File: config.mk
export PLATFORM = sky130hd
export DESIGN_NAME = norm_stage_top
export DESIGN_NICKNAME = d
export VERILOG_FILES = /design/src/design/norm_pkg.sv /design/src/design/stage_ctrl_if.sv /design/src/design/stage_sequencer.sv /design/src/design/fp16_recip_rom.sv /design/src/design/fp16_sqrt_rom.sv /design/src/design/fp16_mul.sv /design/src/design/norm_lane.sv /design/src/design/norm_stage_top.sv
export SDC_FILE = /design/constraint.sdc
export NUM_CORES = 2
export LEC_CHECK = 0
export BUFFER_PORTS_ARGS = -buffer_cell sky130_fd_sc_hd__buf_2
export CAP_MARGIN = 20
export CORE_MARGIN = 1
export CORE_UTILIZATION = 68
export CTS_CLUSTER_SIZE = 16
export DETAILED_ROUTE_END_ITERATION = 16
export GPL_ROUTABILITY_DRIVEN = 0
export GPL_TIMING_DRIVEN = 0
export PLACE_DENSITY = 0.89
export SYNTH_ARGS = -nofsm -noshare
export SYNTH_HDL_FRONTEND = slang
export SYNTH_HIERARCHICAL = 1
export SYNTH_SLANG_ARGS = --single-unit
File: constraint.sdc
create_clock -name CLK_i -period 47.4 [get_ports CLK_i]
set_clock_uncertainty 0.1 [all_clocks]
set_input_delay 9.48 -clock CLK_i [delete_from_list [all_inputs] [get_ports CLK_i]]
set_output_delay 9.48 -clock CLK_i [all_outputs]
set_load 0.1 [all_outputs]
File: src/design/norm_pkg.sv
`default_nettype none

package norm_pkg;

    ////////////////////////////////////////////////////////////
    // fp16 word layout
    ////////////////////////////////////////////////////////////

    typedef struct packed {
        logic       sign;
        logic [4:0] exp;
        logic [9:0] mant;
    } fp16_fields_t;

    // Registers and ports see raw bits, arithmetic sees fields
    typedef union packed {
        logic [15:0]  raw;
        fp16_fields_t fields;
    } fp16_u;

    // Special values
    localparam logic [15:0] FP16_MAX        = 16'h7BFF;
    localparam logic [15:0] FP16_ONE        = 16'h3C00;
    localparam logic [15:0] FP16_SIM_THRESH = 16'h3BD7;  // 0.98

    ////////////////////////////////////////////////////////////
    // Stage encoding
    ////////////////////////////////////////////////////////////

    localparam int STAGE_W = 3;

    localparam logic [STAGE_W-1:0] STAGE_SQRT   = 3'd4;
    localparam logic [STAGE_W-1:0] STAGE_COS    = 3'd5;
    localparam logic [STAGE_W-1:0] STAGE_ASSIGN = 3'd6;
    localparam logic [STAGE_W-1:0] STAGE_DONE   = 3'd7;

endpackage

`default_nettype wire

File: src/design/stage_ctrl_if.sv
`timescale 1ns/1ps
`default_nettype none

interface stage_ctrl_if;
    import norm_pkg::*;

    logic [STAGE_W-1:0] stage;
    logic               advance;      // High when not stalled
    logic               stage_start;  // First cycle of a new stage
    logic               done;

    // Sequencer side
    modport seq (
        output stage,
        output advance,
        output stage_start,
        output done
    );

    // Lane side
    modport lane (
        input stage,
        input advance,
        input stage_start,
        input done
    );

endinterface

`default_nettype wire

File: src/design/stage_sequencer.sv
`timescale 1ns/1ps
`default_nettype none

module stage_sequencer #(
    parameter int STEP_W = 16
) (
    input  logic                         CLK_i,
    input  logic                         RST_i,
    input  logic                         stall_i,
    input  logic [6:0][STEP_W-1:0]       boundary_i,
    stage_ctrl_if.seq                    ctrl,
    output logic                         mode_o,
    output logic                         finished_o,
    output logic [norm_pkg::STAGE_W-1:0] stage_o
);
    import norm_pkg::*;

    logic [STEP_W-1:0]  step;
    logic [STAGE_W-1:0] stage;
    logic [STAGE_W-1:0] stage_next;
    logic               start_q;
    logic               done;

    ////////////////////////////////////////////////////////////
    // Boundary decode
    ////////////////////////////////////////////////////////////

    // Highest boundary passed wins
    always_comb begin
        stage_next = '0;
        for (int i = 0; i < 7; i++) begin
            if (step > boundary_i[i]) begin
                stage_next = STAGE_W'(i + 1);
            end
        end
    end

    assign done = (stage == STAGE_DONE);

    // Step and stage freeze once the last stage is reached
    always_ff @(posedge CLK_i) begin
        if (RST_i) begin
            step    <= '0;
            stage   <= '0;
            start_q <= 1'b0;
        end else if (!stall_i) begin
            start_q <= !done && (stage_next != stage);
            if (!done) begin
                step  <= step + 1'b1;
                stage <= stage_next;
            end
        end
    end

    ////////////////////////////////////////////////////////////
    // Outputs
    ////////////////////////////////////////////////////////////

    // Reconfigurable tile mode per stage
    always_comb begin
        case (stage)
            3'd0:    mode_o = 1'b1;
            3'd1:    mode_o = 1'b0;
            3'd2:    mode_o = 1'b1;
            3'd3:    mode_o = 1'b1;
            default: mode_o = 1'b1;
        endcase
    end

    // Pulse waits out a stall so the lanes still see it once
    assign ctrl.stage       = stage;
    assign ctrl.advance     = !stall_i;
    assign ctrl.stage_start = start_q && !stall_i;
    assign ctrl.done        = done;

    assign finished_o = done;
    assign stage_o    = stage;

endmodule

`default_nettype wire

File: src/design/fp16_recip_rom.sv
`timescale 1ns/1ps
`default_nettype none

module fp16_recip_rom (
    input  norm_pkg::fp16_u value_i,
    output norm_pkg::fp16_u recip_o
);
    import norm_pkg::*;

    // Mantissa of 1/(1 + k/64), entry 0 unused
    function automatic logic [63:0][9:0] build_table();
        logic [63:0][9:0] tbl;
        tbl = '0;
        for (int k = 1; k < 64; k++) begin
            tbl[k] = 10'((131072 / (64 + k)) - 1024);
        end
        return tbl;
    endfunction

    localparam logic [63:0][9:0] RECIP_MANT = build_table();

    logic [4:0] e;
    logic [5:0] k;
    logic [5:0] exp_calc;
    fp16_u      res;

    assign e = value_i.fields.exp;
    assign k = value_i.fields.mant[9:4];

    // Exact powers of two keep one more exponent step
    assign exp_calc = ((k == 6'd0) ? 6'd30 : 6'd29) - {1'b0, e};

    always_comb begin
        res.raw         = '0;
        res.fields.sign = value_i.fields.sign;
        if (e == 5'd0) begin
            res.raw = {value_i.fields.sign, FP16_MAX[14:0]};
        end else if (e >= 5'd30 || exp_calc == 6'd0) begin
            res.fields.exp  = '0;  // Too large, result flushes
            res.fields.mant = '0;
        end else begin
            res.fields.exp  = exp_calc[4:0];
            res.fields.mant = RECIP_MANT[k];
        end
    end

    assign recip_o = res;

endmodule

`default_nettype wire

File: src/design/fp16_sqrt_rom.sv
`timescale 1ns/1ps
`default_nettype none

module fp16_sqrt_rom (
    input  norm_pkg::fp16_u value_i,
    output norm_pkg::fp16_u root_o
);
    import norm_pkg::*;

    // Largest s with s*s <= radicand
    function automatic logic [10:0] isqrt(input int unsigned radicand);
        int unsigned lo;
        int unsigned hi;
        int unsigned mid;
        lo = 0;
        hi = 2048;
        for (int i = 0; i < 12; i++) begin
            mid = (lo + hi) / 2;
            if (mid * mid <= radicand) begin
                lo = mid;
            end else begin
                hi = mid;
            end
        end
        return 11'(lo);
    endfunction

    // Odd table covers the extra factor of two from an odd unbiased exponent
    function automatic logic [63:0][9:0] build_table(input logic odd);
        logic [63:0][9:0] tbl;
        int unsigned      radicand;
        for (int k = 0; k < 64; k++) begin
            radicand = 16384 * (64 + k);
            if (odd) begin
                radicand = 2 * radicand;
            end
            tbl[k] = 10'(isqrt(radicand) - 11'd1024);
        end
        return tbl;
    endfunction

    localparam logic [63:0][9:0] EVEN_ROOT = build_table(1'b0);
    localparam logic [63:0][9:0] ODD_ROOT  = build_table(1'b1);

    logic [4:0] e;
    logic [5:0] k;
    logic [5:0] exp_sum;
    fp16_u      res;

    assign e       = value_i.fields.exp;
    assign k       = value_i.fields.mant[9:4];
    assign exp_sum = {1'b0, e} + 6'd15;

    always_comb begin
        res.raw = '0;
        if (!value_i.fields.sign && e != 5'd0) begin
            res.fields.exp  = exp_sum[5:1];
            // Odd biased exponent means even unbiased exponent
            res.fields.mant = e[0] ? EVEN_ROOT[k] : ODD_ROOT[k];
        end
    end

    assign root_o = res;

endmodule

`default_nettype wire

File: src/design/fp16_mul.sv
`timescale 1ns/1ps
`default_nettype none

module fp16_mul (
    input  norm_pkg::fp16_u a_i,
    input  norm_pkg::fp16_u b_i,
    output norm_pkg::fp16_u product_o
);
    import norm_pkg::*;

    logic [10:0]       sig_a;
    logic [10:0]       sig_b;
    logic [21:0]       sig_prod;
    logic              norm;
    logic [9:0]        mant;
    logic signed [6:0] exp_sum;
    logic              sign;
    logic              zero_in;
    fp16_u             res;

    ////////////////////////////////////////////////////////////
    // Significand product
    ////////////////////////////////////////////////////////////

    assign sig_a    = {1'b1, a_i.fields.mant};
    assign sig_b    = {1'b1, b_i.fields.mant};
    assign sig_prod = sig_a * sig_b;

    // Product in [1,4), at most one bit of shift
    assign norm = sig_prod[21];
    assign mant = norm ? sig_prod[20:11] : sig_prod[19:10];

    assign exp_sum = $signed({2'b00, a_i.fields.exp})
                   + $signed({2'b00, b_i.fields.exp})
                   + $signed({6'd0, norm})
                   - 7'sd15;

    assign sign    = a_i.fields.sign ^ b_i.fields.sign;
    assign zero_in = (a_i.fields.exp == 5'd0) || (b_i.fields.exp == 5'd0);

    ////////////////////////////////////////////////////////////
    // Flush and saturate
    ////////////////////////////////////////////////////////////

    always_comb begin
        res.fields.sign = sign;
        if (zero_in || exp_sum < 7'sd1) begin
            res.fields.exp  = '0;
            res.fields.mant = '0;
        end else if (exp_sum > 7'sd30) begin
            res.fields.exp  = FP16_MAX[14:10];
            res.fields.mant = FP16_MAX[9:0];
        end else begin
            res.fields.exp  = exp_sum[4:0];
            res.fields.mant = mant;
        end
    end

    assign product_o = res;

endmodule

`default_nettype wire

File: src/design/norm_lane.sv
`timescale 1ns/1ps
`default_nettype none

module norm_lane #(
    parameter int N_POINTS = 4096
) (
    input  logic            CLK_i,
    input  logic            RST_i,
    stage_ctrl_if.lane      ctrl,
    input  norm_pkg::fp16_u operand_i,
    input  norm_pkg::fp16_u scale_i,
    input  norm_pkg::fp16_u norm_i,
    input  logic [15:0]     pos_i,
    output logic [15:0]     result1_o,
    output logic [15:0]     result2_o
);
    import norm_pkg::*;

    localparam logic [15:0] NO_CENTER = 16'(N_POINTS);

    fp16_u       root;
    fp16_u       scale_norm;
    fp16_u       recip_in;
    fp16_u       recip;
    fp16_u       q;
    fp16_u       best;
    logic [15:0] best_id;
    fp16_u       best_upd;
    logic [15:0] id_upd;
    logic        above;
    logic [15:0] r1_d;
    logic [15:0] r2_d;

    // Sign-magnitude a < b, both zeros equal
    function automatic logic fp_lt(input fp16_u a, input fp16_u b);
        logic lt;
        if (a.raw[14:0] == '0 && b.raw[14:0] == '0) begin
            lt = 1'b0;
        end else if (a.fields.sign != b.fields.sign) begin
            lt = a.fields.sign;
        end else if (!a.fields.sign) begin
            lt = a.raw[14:0] < b.raw[14:0];
        end else begin
            lt = a.raw[14:0] > b.raw[14:0];
        end
        return lt;
    endfunction

    ////////////////////////////////////////////////////////////
    // Arithmetic
    ////////////////////////////////////////////////////////////

    fp16_sqrt_rom u_sqrt (.value_i(operand_i), .root_o(root));

    fp16_mul u_scale_mul (.a_i(scale_i), .b_i(norm_i), .product_o(scale_norm));

    // Cosine divides by scale times norm
    assign recip_in = (ctrl.stage == STAGE_COS) ? scale_norm : scale_i;

    fp16_recip_rom u_recip (.value_i(recip_in), .recip_o(recip));

    fp16_mul u_div_mul (.a_i(operand_i), .b_i(recip), .product_o(q));

    ////////////////////////////////////////////////////////////
    // Running argmax
    ////////////////////////////////////////////////////////////

    always_comb begin
        best_upd = best;
        id_upd   = best_id;
        if (ctrl.stage_start || fp_lt(best, q)) begin
            best_upd = q;
            id_upd   = pos_i;
        end
    end

    // Argmax registers move only in the cosine stage
    always_ff @(posedge CLK_i) begin
        if (ctrl.advance && ctrl.stage == STAGE_COS) begin
            best    <= best_upd;
            best_id <= id_upd;
        end
    end

    assign above = fp_lt(fp16_u'(FP16_SIM_THRESH), best);

    // Output select
    always_comb begin
        r1_d = q.raw;
        r2_d = '0;
        if (!ctrl.done) begin
            case (ctrl.stage)
                STAGE_SQRT: r1_d = root.raw;
                STAGE_COS: begin
                    r1_d = root.raw;
                    r2_d = best_upd.raw;
                end
                STAGE_ASSIGN: begin
                    r1_d = above ? best_id : NO_CENTER;
                    r2_d = above ? best.raw : FP16_ONE;
                end
                default: r1_d = q.raw;
            endcase
        end
    end

    always_ff @(posedge CLK_i) begin
        if (RST_i) begin
            result1_o <= '0;
            result2_o <= '0;
        end else if (ctrl.advance) begin
            result1_o <= r1_d;
            result2_o <= r2_d;
        end
    end

endmodule

`default_nettype wire

File: src/design/norm_stage_top.sv
`timescale 1ns/1ps
`default_nettype none

module norm_stage_top #(
    parameter int LANES    = 2,
    parameter int STEP_W   = 16,
    parameter int N_POINTS = 4096
) (
    input  logic                         CLK_i,
    input  logic                         RST_i,
    input  logic                         stall_i,
    input  logic [6:0][STEP_W-1:0]       boundary_i,
    input  logic [LANES-1:0][15:0]       operand_i,
    input  logic [LANES-1:0][15:0]       scale_i,
    input  logic [LANES-1:0][15:0]       norm_i,
    input  logic [LANES-1:0][15:0]       pos_i,
    output logic [LANES-1:0][15:0]       result1_o,
    output logic [LANES-1:0][15:0]       result2_o,
    output logic [norm_pkg::STAGE_W-1:0] stage_o,
    output logic                         mode_o,
    output logic                         finished_o
);

    stage_ctrl_if ctrl ();

    ////////////////////////////////////////////////////////////
    // Control
    ////////////////////////////////////////////////////////////

    stage_sequencer #(
        .STEP_W(STEP_W)
    ) u_seq (
        .CLK_i      (CLK_i),
        .RST_i      (RST_i),
        .stall_i    (stall_i),
        .boundary_i (boundary_i),
        .ctrl       (ctrl.seq),
        .mode_o     (mode_o),
        .finished_o (finished_o),
        .stage_o    (stage_o)
    );

    ////////////////////////////////////////////////////////////
    // Lanes
    ////////////////////////////////////////////////////////////

    for (genvar i = 0; i < LANES; i++) begin : g_lane
        norm_lane #(
            .N_POINTS(N_POINTS)
        ) u_lane (
            .CLK_i     (CLK_i),
            .RST_i     (RST_i),
            .ctrl      (ctrl.lane),
            .operand_i (operand_i[i]),
            .scale_i   (scale_i[i]),
            .norm_i    (norm_i[i]),
            .pos_i     (pos_i[i]),
            .result1_o (result1_o[i]),
            .result2_o (result2_o[i])
        );
    end

endmodule

`default_nettype wire

### Word level (Yosys, flattened, before mapping)

Memory sizes are Yosys's and may differ from the RTL's.
Index checks and enable logic that the tools add are counted.

* bits in registers: 148
* bits in read-only memories: 3840
* bits of input ports: 243
* output and inout bits: 69
* logic and storage cells: 186
* memories: 6

Memories
* (name not given): words 64, width 10, read ports 1, clocked after Yosys merged registers in 0, wr ports 0, RTL line fp16_recip_rom.sv:43 `res.fields.mant = RECIP_MANT[k];`
* (name not given): words 64, width 10, read ports 1, clocked after Yosys merged registers in 0, wr ports 0, RTL line fp16_sqrt_rom.sv:59 `res.fields.mant = e[0] ? EVEN_ROOT[k] : ODD_ROOT[k];`
* (name not given): words 64, width 10, read ports 1, clocked after Yosys merged registers in 0, wr ports 0, RTL line fp16_sqrt_rom.sv:59
* (name not given): words 64, width 10, read ports 1, clocked after Yosys merged registers in 0, wr ports 0, RTL line fp16_sqrt_rom.sv:59
* (name not given): words 64, width 10, read ports 1, clocked after Yosys merged registers in 0, wr ports 0, RTL line fp16_recip_rom.sv:43
* (name not given): words 64, width 10, read ports 1, clocked after Yosys merged registers in 0, wr ports 0, RTL line fp16_sqrt_rom.sv:59

* add/sub/neg operators: 17
* multipliers: 4
* $lt $le $gt $ge: 27
* equal/unequal tests: 8
* muxes and demuxes: 60
* bitwise gates (word level): 6
* reductions and logical operators: 47

Operators by type and width (count)
* $mux 15: 14
* $mux 16: 12
* $pmux 16 s2: 4
* $mux 10: 12
* $gt 16x16->1: 7
* $mul 11x11->22: 4
* $logic_not 15->1: 4
* $logic_not 5->1: 10
* $gt 15x15->1: 2
* $lt 14x15->1 const A: 2
* $lt 15x15->1: 2
* $add 6x1->7: 4
* $gt 7x6->1 const B: 4
* $lt 6x7->1 const B: 4
* $lt 7x2->1 const B: 4
* $sub 7x5->7 const B: 4
* $add 5x5->6: 4
* $logic_not 6->1: 4
* $add 16x1->16 const B: 1
* $add 5x4->6 const B: 2
* $eq 3x3->1 const B: 4
* $logic_or 1x1->1: 12
* $mux 3: 4
* $sub 5x5->6: 2
* 13 further kinds: 43

### Longest topological paths before layout

* depth in word-level cells: 28
* mapped depth: 86
* mapped depth without buffers: 76

### Hierarchy

Netlist, hierarchy kept.

By module, submodules not included
* fp16_mul at g_lane[0].u_lane.u_div_mul ...: instances 2, cells an instance 552, area an instance 4533.1 um^2, seq. area each 0.0 um^2
* norm_lane: instances 2, cells an instance 338, area an instance 3482.1 um^2, seq. area each 1601.5 um^2
* fp16_mul at g_lane[1].u_lane.u_scale_mul: instances 1, cells an instance 574, area an instance 4702.0 um^2, seq. area each 0.0 um^2
* fp16_mul at g_lane[1].u_lane.u_div_mul: instances 1, cells an instance 565, area an instance 4509.3 um^2, seq. area each 0.0 um^2
* stage_sequencer: instances 1, cells an instance 496, area an instance 3742.3 um^2, seq. area each 400.4 um^2
* fp16_sqrt_rom: instances 2, cells an instance 278, area an instance 1808.0 um^2, seq. area each 0.0 um^2
* fp16_recip_rom at g_lane[1].u_lane.u_recip: instances 1, cells an instance 190, area an instance 1281.2 um^2, seq. area each 0.0 um^2
* fp16_recip_rom at g_lane[0].u_lane.u_recip: instances 1, cells an instance 199, area an instance 1276.2 um^2, seq. area each 0.0 um^2

### Worst setup path after synthesis

Ideal clock, no wire load.

* kind: input -> register
* from: input scale_i[5] (netlist name)
* to: register g_lane[0].u_lane.best_id[0] (enable)
* library setup time: 0.390 ns
* arrival: 27.444 ns
* path slack: 19.466 ns
* cell stages on the path: 83
* cells stage by stage: clkbuf_1 nand2_1 fa_1 inv_1 fa_1 inv_1 fa_1 inv_1 fa_1 inv_1 fa_1 inv_1 ha_1 o21ai_0 o21ai_0 a21o_1 o21ai_2 a211oi_4 [... 47 more ...] ha_1 xnor3_2 nor3b_4 a21boi_2 o221ai_4 buf_6 nor3_1 a211oi_1 inv_1 ha_1 a211oi_1 nor2_1 o31ai_1 a31o_1 and2_4 a21oi_4 buf_12 nor2b_1

RTL lines
* start: declaration: RTL line norm_stage_top.sv:14 `input logic [LANES-1:0][15:0] scale_i,`
* end signal: assignment: RTL line norm_lane.sv:81 `best_id <= id_upd;`
* end: declaration: RTL line norm_lane.sv:27 `logic [15:0] best_id;`

==> metrics.md <==
| Metric | Value |
|---|---|
| Largest stage delay, worst path | about 0.79 ns |
| Warnings from Yosys | 6 |
| DR iter-0 viols | about 4100 |
| Routed wire length per instance | between 15 and 20 um |
| Post-DP Area | 37190 um^2 |
| Pint | roughly 930 uW |
| Clk pwr share | 0.066 |
| Worst skew pair latency | 0.45 ns |
| Post-Layout Inst Area | between 30000 and 40000 um^2 |
| Share of layout cells above drive strength 1 | 0.1334 |
| PortBufs | 302 |
| TritonCTS clock tree | built |
| CP Max Fanout | 16 |
| Largest net degree at the start of global routing | 18 |
| Num rows | just over 80 |
| Syn_area_per_cell | approximately 8.1 um^2 |
| Routed WL | just over 100 mm |
| First-pass GRT wire length | approximately 170 mm |
| CTS sink cnt | approximately 150 |
| Finished Core Util | 0.7519 |
| Flop pwr share | 0.075 |
| Vias/cell | roughly 6.4 |
| CORE AREA | slightly above 50000 um^2 |
| Net Switching | 1169 uW |
| Final hold violation count | 0 |
| CTS Root Cell | clkbuf_16 |
| Crit Path Class | primary input to flip-flop |
| Post-DRT Antenna Nets | 0 |
| CTS Hold Buffers Added | 0 |
| HPWL after DPL | roughly 80 mm |
| Hold slack | between 0.3 and 0.4 ns |
| Crit path arrival time | between 30 and 40 ns |
| CP Capture Type | flip-flop |
| Hold Crit Start | g_lane[1].u_lane/result2_o[15] |
| Max rail drop VDD | about 0.000058 V |
| Startpoint Class | primary input |
| Setup repair bufs after CTS | 0 |
| Outcome | complete, no violations |
| Syn Nets | roughly 5300 |
| Part of the cycle the worst path needs | 0.6479 |
| Total grt overflow | 0 |
| Synth Instances | approximately 4300 |
| CP max stage cell | a211oi_1 |
| Period minus WS final | 30.71 ns |
| Power density over the cells | ~55 nW/um^2 |
| Unrepaired setup endpoints after global routing | no |
| Initial Util | 0.6922 |
| Cell mode on critical path | fa_1 |
| Origin of the critical flop-to-flop path | u_seq/ctrl.stage[2] |
| # DRC | 0 |
| Static leakage | about 0.018 uW |
| Die Ht | roughly 230 um |
| Vias | 34179 |
| Cts bufs inserted | 17 |
| Post-route setup slack | about 17 ns |
| Slew of the pin with the lowest slew margin | between 1 and 1.5 ns |
| Htree depth | 4 |
| Final setup viols | 0 |
| Vias in the first global route | roughly 34000 |
| Setup_tns | 0 ns |
| GRT Total Usage | 0.3920 |
| Worst Hold Class | flip-flop to flip-flop |
| Setup WS pre-CTS | between 15 and 20 ns |
| Critical Path RT | 47.37 ns |
| Fmax | between 30 and 40 MHz |
| CTS max path bufs | 2 |
| Max_slew headroom | 0.1356 |
| Max cap viols | 0 |
| Slew Viols, Final | 0 |
| Chip width | roughly 230 um |
| Die ar. | about 52000 um^2 |
| TritonRoute pass-1 iters | 9 |
| Logic pwr share | 0.858 |
| Worst Setup SP | scale_i[4] |
| CTS clk-pin slew, worst paths | about 0.060 ns |
| Layout area overhead | 8.630% |
| I/O pins | about 310 |
| Initial antenna violation count | 2 |
| Nets | between 5000 and 6000 |
| Switching Fraction | 0.5574 |
| Post-Syn Area | about 35000 um^2 |
| # resized after CTS | 0 |
[path summary, 6_finish.rpt]
kind                                                       end  slack, ns  cells after the start
worst min register to register  g_lane[1].u_lane/result2_o[15]       0.39                      1
worst max-delay path              g_lane[0].u_lane/best_id[15]      16.69                     82
worst max register to register    g_lane[0].u_lane/best_id[15]      30.89                     56
worst min-delay path            g_lane[1].u_lane/result2_o[15]       0.39                      1
[stage by stage]
stage	std cells	power, uW
floorplan	4309	1511
global placement	5283	1846
detailed placement	5289	1898
CTS	5321	2055
global route	5322	2306
finish	5322	2097
[flip-flops by register name, summed over array words and instances (netlist names)]
signal and count:
g_lane.u_lane/result2_o 32, g_lane.u_lane/best_id 32, u_seq/ctrl.stage 3, u_seq/start_q 1, g_lane.u_lane/result1_o 32, g_lane.u_lane/best 32, u_seq/step 16
[cell type report]
class	count	area (um^2)
clock inverter	13	140.1
timing repair buffer	308	1551
buffer	240	1328
sequential	148	3603
inverter	690	2590
multi-input combinational	3231	27280
clock buffer	19	464.2
tap	672	840.8
fill	3798	12470
antenna	1	2.502
[cell usage in the layout (no fill, tap or decap), drive strengths merged, types with 29 or more instances in the layout]
| master | instances |
|---|---|
| nand2b | 54 |
| ha | 455 |
| and3 | 29 |
| clkbuf | 141 |
| nor2 | 252 |
| nor3 | 68 |
| a211oi | 74 |
| nand4 | 54 |
| a22oi | 67 |
| a21o | 33 |
| inv | 695 |
| nor2b | 37 |
| edfxtp | 64 |
| and2 | 156 |
| xor2 | 47 |
| o21ai | 214 |
| fa | 322 |
| nand3 | 83 |
| buf | 424 |
| a21oi | 229 |
| mux2 | 54 |
| nand2 | 423 |
| a31oi | 47 |
| dfxtp | 84 |
| o211ai | 107 |
[per-layer routing]
metal,part of all wire,track usage,vias to the layer above
met5,0.00011,0,-
met4,0.056,0.2001,2
met3,0.10,0.06763,571
met2,0.46,0.6512,2187
met1,0.38,0.4901,15975
li1,-,-,15444
[critical path: cells and delay by family]
family                     cells  cell delay [ns]
and+or+nand+nor               14             2.56
muxes                          1             0.22
xor gates and xnor gates       3             0.76
buffers and inverters         23             4.31
AOI/OAI and AO/OA             22             5.70
adders and majority gates     19             7.57
[power groups by stage]
stage	clock network, uW	logic, uW	registers [uW]
after floorplan	0	1290	220
after global placement	0	1690	160
after detailed placement	0	1740	160
after CTS	140	1760	158
after global routing	145	2000	159
final	139	1800	158
No activity file was read; power rests on OpenSTA's default activity.
